### src/fpu_pkg.sv
package fpu_pkg;

  // vector types with a meaning of their own
  typedef logic [31:0]        float_t;   // packed binary32 word
  typedef logic [4:0]         flags_t;   // nv dz of uf nx
  typedef logic [2:0]         rm_t;      // frm field
  typedef logic [6:0]         funct7_t;
  typedef logic signed [9:0]  sexp_t;    // unbiased working exponent
  typedef logic [23:0]        sig_t;     // significand incl. hidden bit

  typedef enum logic [1:0] {
    OP_ADD,
    OP_SUB,
    OP_MUL
  } op_e;

  // funct7 encodings that are decoded
  localparam funct7_t F7_ADD = 7'b0000000;
  localparam funct7_t F7_SUB = 7'b0000100;
  localparam funct7_t F7_MUL = 7'b0001000;

  // only round toward zero needs its own code, all else rounds to nearest even
  localparam rm_t RM_RTZ = 3'b001;

  localparam sexp_t EXP_BIAS = 10'sd127;
  localparam sexp_t EXP_MAX  = 10'sd127;   // largest normal exponent
  localparam sexp_t EXP_MIN  = -10'sd126;  // smallest normal exponent

  localparam float_t CANON_NAN = 32'h7fc0_0000;

  // magnitudes used on overflow
  localparam logic [30:0] INF_MAG     = 31'h7f80_0000;
  localparam logic [30:0] MAX_FIN_MAG = 31'h7f7f_ffff;

  // accrued flag masks, bit 4 down to bit 0
  localparam flags_t FLAG_NV = 5'b10000;
  localparam flags_t FLAG_OF = 5'b00100;
  localparam flags_t FLAG_UF = 5'b00010;
  localparam flags_t FLAG_NX = 5'b00001;

  typedef struct packed {
    logic  sign;
    sexp_t exp;    // unbiased
    sig_t  sig;
    logic  zero;   // zero or flushed subnormal
  } operand_t;

  // decode stage output
  typedef struct packed {
    op_e      op;
    rm_t      rm;
    operand_t a;
    operand_t b;
    logic     invalid;  // special input or unknown funct7
  } dec_t;

  // execute stage output, significand not yet rounded
  typedef struct packed {
    logic        sign;
    sexp_t       exp;
    logic [26:0] sig;    // [26:3] significand, [2] guard, [1] round, [0] sticky
    logic        zero;
    logic        invalid;
    rm_t         rm;
  } raw_t;

endpackage

### src/fpu_decode.sv
`timescale 1ns/1ps

module fpu_decode
  import fpu_pkg::*;
(
  input  float_t  a,
  input  float_t  b,
  input  funct7_t funct7,
  input  rm_t     frm,
  output dec_t    dec
);

  op_e  op;
  logic bad_op;
  logic special_a;
  logic special_b;

  // splits a binary32 word into sign, unbiased exponent and significand
  function automatic operand_t unpack(input float_t f);
    operand_t o;
    o.sign = f[31];
    o.zero = (f[30:23] == 8'd0);  // subnormals flush to zero
    o.exp  = sexp_t'({2'b00, f[30:23]}) - EXP_BIAS;
    o.sig  = o.zero ? sig_t'(0) : {1'b1, f[22:0]};
    return o;
  endfunction

  always_comb begin
    bad_op = 1'b0;
    case (funct7)
      F7_ADD:  op = OP_ADD;
      F7_SUB:  op = OP_SUB;
      F7_MUL:  op = OP_MUL;
      default: begin
        op     = OP_ADD;  // result is replaced by nan anyway
        bad_op = 1'b1;
      end
    endcase
  end

  // exponent all ones means inf or nan
  assign special_a = &a[30:23];
  assign special_b = &b[30:23];

  assign dec.op      = op;
  assign dec.rm      = frm;
  assign dec.a       = unpack(a);
  assign dec.b       = unpack(b);
  assign dec.invalid = bad_op | special_a | special_b;

endmodule

### src/fpu_addsub.sv
`timescale 1ns/1ps

module fpu_addsub
  import fpu_pkg::*;
(
  input  dec_t dec,
  output raw_t raw
);

  logic        sign_a;
  logic        sign_b;     // after the flip for subtract
  sexp_t       exp_a;
  sexp_t       exp_b;
  logic        a_bigger;

  logic        big_sign;
  sexp_t       big_exp;
  sig_t        big_sig;
  logic        sml_sign;
  sexp_t       sml_exp;
  sig_t        sml_sig;

  sexp_t       exp_diff;
  logic [4:0]  shamt;
  logic [53:0] shifted;
  logic [26:0] big_ext;
  logic [26:0] sml_ext;    // aligned, lost bits folded into bit 0
  logic        eff_sub;
  logic [27:0] sum;

  assign sign_a = dec.a.sign;
  assign sign_b = dec.b.sign ^ (dec.op == OP_SUB);
  assign exp_a  = dec.a.exp;
  assign exp_b  = dec.b.exp;

  // magnitude compare, exponent first then significand
  assign a_bigger = (exp_a > exp_b) || ((exp_a == exp_b) && (dec.a.sig >= dec.b.sig));

  always_comb begin
    if (a_bigger) begin
      big_sign = sign_a;
      big_exp  = exp_a;
      big_sig  = dec.a.sig;
      sml_sign = sign_b;
      sml_exp  = exp_b;
      sml_sig  = dec.b.sig;
    end else begin
      big_sign = sign_b;
      big_exp  = exp_b;
      big_sig  = dec.b.sig;
      sml_sign = sign_a;
      sml_exp  = exp_a;
      sml_sig  = dec.a.sig;
    end
  end

  // alignment, anything past 27 places is sticky only
  assign exp_diff = big_exp - sml_exp;
  assign shamt    = (exp_diff > 10'sd27) ? 5'd27 : exp_diff[4:0];
  assign shifted  = {sml_sig, 30'b0} >> shamt;
  assign sml_ext  = {shifted[53:28], shifted[27] | (|shifted[26:0])};
  assign big_ext  = {big_sig, 3'b000};

  assign eff_sub = big_sign ^ sml_sign;
  assign sum     = eff_sub ? ({1'b0, big_ext} - {1'b0, sml_ext})
                           : ({1'b0, big_ext} + {1'b0, sml_ext});

  always_comb begin
    raw.invalid = dec.invalid;
    raw.rm      = dec.rm;
    raw.zero    = (sum == 28'd0);
    raw.sign    = big_sign;
    if (sum[27]) begin
      // carry out, shift right once keeping sticky
      raw.sig = {sum[27:2], sum[1] | sum[0]};
      raw.exp = big_exp + 10'sd1;
    end else begin
      raw.sig = sum[26:0];
      raw.exp = big_exp;
    end
    if (raw.zero && eff_sub)
      raw.sign = 1'b0;  // exact cancellation is +0
  end

endmodule

### src/fpu_mul.sv
`timescale 1ns/1ps

module fpu_mul
  import fpu_pkg::*;
(
  input  dec_t dec,
  output raw_t raw
);

  logic [47:0] prod;
  sexp_t       exp_a;
  sexp_t       exp_b;
  sexp_t       exp_sum;
  logic        top_bit;    // product in [2,4)

  assign exp_a   = dec.a.exp;
  assign exp_b   = dec.b.exp;
  assign exp_sum = exp_a + exp_b;

  assign prod    = dec.a.sig * dec.b.sig;
  assign top_bit = prod[47];

  always_comb begin
    raw.invalid = dec.invalid;
    raw.rm      = dec.rm;
    raw.sign    = dec.a.sign ^ dec.b.sign;
    raw.zero    = dec.a.zero | dec.b.zero;  // signed zero
    if (top_bit) begin
      raw.sig = {prod[47:22], |prod[21:0]};
      raw.exp = exp_sum + 10'sd1;
    end else begin
      raw.sig = {prod[46:21], |prod[20:0]};
      raw.exp = exp_sum;
    end
  end

endmodule

### src/fpu_round.sv
`timescale 1ns/1ps

module fpu_round
  import fpu_pkg::*;
(
  input  raw_t   raw,
  output float_t result,
  output flags_t flags
);

  logic [4:0]  lz;
  logic [26:0] norm;
  sexp_t       exp_n;      // after left normalize
  sexp_t       exp_in;
  logic        guard;
  logic        rnd;
  logic        sticky;
  logic        inexact;
  logic        round_up;
  logic [24:0] mant_sum;
  logic [22:0] frac;
  sexp_t       exp_r;      // after rounding
  sexp_t       exp_biased;

  // leading zeros above the hidden bit position
  function automatic logic [4:0] lead_zeros(input logic [26:0] v);
    logic [4:0] n;
    logic       found;
    n     = 5'd0;
    found = 1'b0;
    for (int i = 26; i >= 0; i--) begin
      if (!found) begin
        if (v[i])
          found = 1'b1;
        else
          n = n + 5'd1;
      end
    end
    return n;
  endfunction

  assign exp_in = raw.exp;
  assign lz     = lead_zeros(raw.sig);
  assign norm   = raw.sig << lz;  // only moves after a cancellation
  assign exp_n  = exp_in - sexp_t'({5'b00000, lz});

  assign guard   = norm[2];
  assign rnd     = norm[1];
  assign sticky  = norm[0];
  assign inexact = guard | rnd | sticky;

  // nearest even unless toward zero was asked for
  assign round_up = (raw.rm == RM_RTZ) ? 1'b0 : guard & (rnd | sticky | norm[3]);

  assign mant_sum = {1'b0, norm[26:3]} + {24'd0, round_up};

  always_comb begin
    if (mant_sum[24]) begin
      frac  = mant_sum[23:1];  // 1.111.. rounded up to 10.000..
      exp_r = exp_n + 10'sd1;
    end else begin
      frac  = mant_sum[22:0];
      exp_r = exp_n;
    end
  end

  assign exp_biased = exp_r + EXP_BIAS;

  always_comb begin
    result = {raw.sign, exp_biased[7:0], frac};
    flags  = inexact ? FLAG_NX : '0;
    if (raw.invalid) begin
      result = CANON_NAN;
      flags  = FLAG_NV;
    end else if (raw.zero) begin
      result = {raw.sign, 31'd0};
      flags  = '0;
    end else if (exp_r > EXP_MAX) begin
      // toward zero saturates at the largest finite value
      result = (raw.rm == RM_RTZ) ? {raw.sign, MAX_FIN_MAG} : {raw.sign, INF_MAG};
      flags  = FLAG_OF | FLAG_NX;
    end else if (exp_r < EXP_MIN) begin
      result = {raw.sign, 31'd0};  // flush, no subnormal output
      flags  = FLAG_UF | FLAG_NX;
    end
  end

endmodule

### src/fpu_top.sv
`timescale 1ns/1ps

module fpu_top
  import fpu_pkg::*;
(
  input  logic    clk,
  input  logic    rst_n,
  input  float_t  floating_point1,
  input  float_t  floating_point2,
  input  funct7_t funct7,
  input  rm_t     frm,
  input  logic    start_sig,
  output float_t  floating_point_out,
  output flags_t  flags,
  output logic    f_ready
);

  dec_t   dec_c;
  dec_t   dec_q;
  raw_t   add_raw;
  raw_t   mul_raw;
  raw_t   raw_c;
  raw_t   raw_q;
  float_t res_c;
  flags_t flags_c;
  logic   valid1;
  logic   valid2;
  logic   valid3;

  fpu_decode u_decode (
    .a      (floating_point1),
    .b      (floating_point2),
    .funct7 (funct7),
    .frm    (frm),
    .dec    (dec_c)
  );

  fpu_addsub u_addsub (
    .dec (dec_q),
    .raw (add_raw)
  );

  fpu_mul u_mul (
    .dec (dec_q),
    .raw (mul_raw)
  );

  assign raw_c = (dec_q.op == OP_MUL) ? mul_raw : add_raw;

  fpu_round u_round (
    .raw    (raw_q),
    .result (res_c),
    .flags  (flags_c)
  );

  // stage payloads load only with a valid request
  always_ff @(posedge clk) begin
    if (start_sig)
      dec_q <= dec_c;
    if (valid1)
      raw_q <= raw_c;
  end

  always_ff @(posedge clk) begin
    if (!rst_n) begin
      valid1             <= 1'b0;
      valid2             <= 1'b0;
      valid3             <= 1'b0;
      floating_point_out <= '0;
      flags              <= '0;
    end else begin
      valid1 <= start_sig;
      valid2 <= valid1;
      valid3 <= valid2;
      if (valid2) begin  // outputs hold until the next result
        floating_point_out <= res_c;
        flags              <= flags_c;
      end
    end
  end

  assign f_ready = valid3;

endmodule

### config.mk
export PLATFORM = sky130hd
export DESIGN_NAME = fpu_top
export DESIGN_NICKNAME = d
export VERILOG_FILES = /design/src/fpu_pkg.sv /design/src/fpu_decode.sv /design/src/fpu_addsub.sv /design/src/fpu_mul.sv /design/src/fpu_round.sv /design/src/fpu_top.sv
export SDC_FILE = /design/constraint.sdc
export NUM_CORES = 2
export LEC_CHECK = 0
export BUFFER_PORTS_ARGS = -buffer_cell sky130_fd_sc_hd__buf_2
export CAP_MARGIN = 30
export CORE_MARGIN = 3
export CORE_UTILIZATION = 55
export CTS_BUF_LIST = sky130_fd_sc_hd__clkbuf_8
export CTS_CLUSTER_DIAMETER = 100
export DETAILED_ROUTE_END_ITERATION = 10
export PLACE_DENSITY = 0.8
export SLEW_MARGIN = 20
export SYNTH_ARGS = -nofsm -noshare
export SYNTH_HDL_FRONTEND = slang
export SYNTH_SLANG_ARGS = --single-unit
### constraint.sdc
create_clock -name clk -period 16.95 [get_ports clk]
set_clock_uncertainty 0.1 [all_clocks]
set_input_delay 0.8475 -clock clk [delete_from_list [all_inputs] [get_ports clk]]
set_output_delay 0.8475 -clock clk [all_outputs]
set_load 0.05 [all_outputs]
==> flow_metrics.env <==
export IMPL_grt_max_degree=65
export IMPL_synth_cell_types=119
export IMPL_synthCells=4814
export IMPL_drv_slew=0
export IMPL_area_growth_synth_to_final_pct=5.22
export IMPL_setup_tns_ns=0
export IMPL_cts_hold_buffers_added=0
export IMPL_layout_common_cells="nand2_1 (683), inv_1 (653), fa_1 (485)"
export IMPL_cp_start_kind="register"
export IMPL_fillers=6217
export IMPL_r2r_setup_slack_ns=1.07
export IMPL_io_pins=115
export IMPL_synth_edf_count=119
export IMPL_drv_cap=0
export IMPL_outcome="completed"
export IMPL_async_flop_share=0
export IMPL_insertion_delay_ns=0.58
export IMPL_drcViolationCount=0
export IMPL_hold_violations=0
export IMPL_setup_viol=0
export IMPL_synth_nets=5706
export IMPL_drt_total_wl_um=114000
export IMPL_htree_levels=4
export IMPL_multi_input_area_um2=31600
export IMPL_synth_area_um2=39300
export IMPL_path_buf_inv=5
export IMPL_crit_type="register to register"
export IMPL_dpl_cell_count=5691
export IMPL_seqCellArea_um2=4360
export IMPL_clock_path_buffers=2
export IMPL_layout_commonest_cell="nand2_1"
export IMPL_grtUsageTotal=0.305
export IMPL_crit_arrival_ns=16.25
export IMPL_start_util=0.558
export IMPL_path_common_cell="ha_1"
export IMPL_ant_nets=0
export IMPL_drive_above_1_share=0.0776
export IMPL_met2_usage=0.500
export IMPL_synth_warnings=0
export IMPL_grt_antenna_before_repair=2
export IMPL_fin_crit_ns=15.88
export IMPL_drt_initial_drc_count=2753
export IMPL_end_kind="register"
export IMPL_avgSynthCellArea_um2=8.16
export IMPL_slew_limit_headroom=0.332
export IMPL_place_port_buffers=113
export IMPL_nets=5688
export IMPL_wl_per_cell_um=19.8
export IMPL_ys_ff_latch=158
export IMPL_viasPerCell=6.04
export IMPL_grt_pass1_vias=34400
export IMPL_critPathMaxFanout=8
export IMPL_die_y_um=273
export IMPL_die_w_um=273
export IMPL_finalNonFillerCells=5750
export IMPL_clockRootBuffer="clkbuf_8"
export IMPL_grt_met3_usage=0.0623
export IMPL_path_clk_slew_ns=0.12
export IMPL_cts_buffers=17
export IMPL_cp_required_ns=17.32
export IMPL_final_cell_area_um2=41400
export IMPL_crit_slowest_cell="or4_4"
export IMPL_worst_path_dominant_cell_family="compound AO/OA/AOI/OAI gates"
export IMPL_top_usage_layer="met2"
export IMPL_die_area_um2=74700
export IMPL_dr_pass1_iters=7
export IMPL_place_hpwl_um=86600
export IMPL_ys_seq_area_frac=0.111
export IMPL_rows=97
export IMPL_placed_cell_area_um2=40700
export IMPL_gp_congestion=1.00
export IMPL_cts_tree="built"
export IMPL_synth_main_ff_cell="edfxtp_1"
export IMPL_dr_total_vias=34700
export IMPL_holdCritPathClass="register to register"
export IMPL_overflow=0
export IMPL_grtUsageMet1=0.398
export IMPL_worst_pin_slew_ns=0.999
export IMPL_coreArea_um2=70400
export IMPL_grt_pass1_wl_um=183000
export IMPL_post_route_period_util=0.937
export IMPL_cts_sinks=158
export IMPL_max_stage_delay_ns=0.63
export IMPL_fmax_mhz=63.0
## Yosys cell counts (12+ instances only)
cell	count	area, µm²
nand3_1	83	415
fa_1	485	9710
or2_2	15	93.8
o211ai_1	33	248
nor4_1	24	150
nor2b_1	51	319
o21ai_0	197	986
dfxtp_1	39	781
nand4_1	30	188
edfxtp_1	119	3570
xnor2_1	135	1180
buf_2	23	115
mux2i_1	144	1440
a21o_1	55	413
o21bai_1	32	240
a22o_1	15	131
nor3_1	92	460
a211oi_1	38	285
xor2_1	60	526
ha_1	330	4130
nand2b_1	51	319
nand2_1	683	2560
mux2_2	23	259
and2_1	242	1510
inv_1	653	2450
a21oi_1	241	1210
o22ai_1	18	113
and3_1	21	131
a211o_1	12	105
clkbuf_1	207	777
a31oi_1	35	219
or3_1	24	150
o21a_1	33	248
o31ai_1	19	143
nor2_1	283	1060
## sequential cells by signal (all words and copies together) (netlist names)
name,flops
flags,4
valid1,1
dec_q,76
raw_q,43
f_ready,1
valid2,1
floating_point_out,32
## cell type report
cell class / instances / area share
clock buffers: 17 / 0.00566
diodes: 1 / 0.0000605
well taps: 940 / 0.0284
flip-flops and latches: 158 / 0.105
inverters: 657 / 0.0598
repair buffers: 214 / 0.0329
multi-input cells: 3748 / 0.763
clock inverters: 15 / 0.00442
## logic make-up (layout without fill, tap and decap cells)
group           Yosys count  after routing  synth area share
simple gates           1668           1669             0.204
buf+inv                 909            903            0.0889
compound gates          882            882             0.148
fa+ha+maj               818            818             0.353
xor+xnor                209            209            0.0508
mux                     169            169            0.0440
flops                   158            158             0.111
other cells               1              2         0.0000954
## path summary, 6_finish.rpt
check	from	to	cells after the start
worst max-delay path	raw_q[29]	floating_point_out[3]	81
worst min-delay path	dec_q[75]	raw_q[2]	0
worst max register to register	raw_q[29]	floating_point_out[3]	81
worst min register to register	dec_q[75]	raw_q[2]	0
## metrics by stage
stage                     utilization  setup WS [ns]  hold WS [ns]
final                           0.587           1.07         0.330
after global routing            0.587        -0.0813         0.327
after CTS                       0.584          0.271         0.328
after detailed placement        0.578          0.312         0.311
after global placement          0.577          0.806         0.302
after floorplan                     -           2.61         0.300
## what timing repair did
item                       in CTS  in global routing
setup endpoints to repair       0                 34
hold endpoints to repair        0                  0
resized for setup               0                 17
setup buffers                   0                 22
## routing by layer
| metal | vias to the layer above | part of all wire |
|---|---|---|
| met5 | - | 0.00014 |
| met4 | 2 | 0.043 |
| met3 | 348 | 0.093 |
| met2 | 1693 | 0.47 |
| met1 | 16800 | 0.40 |
| li1 | 15900 | - |
Power is not shown: default switching activity piles up to over one toggle a cycle in this logic, so the estimate is an artifact.
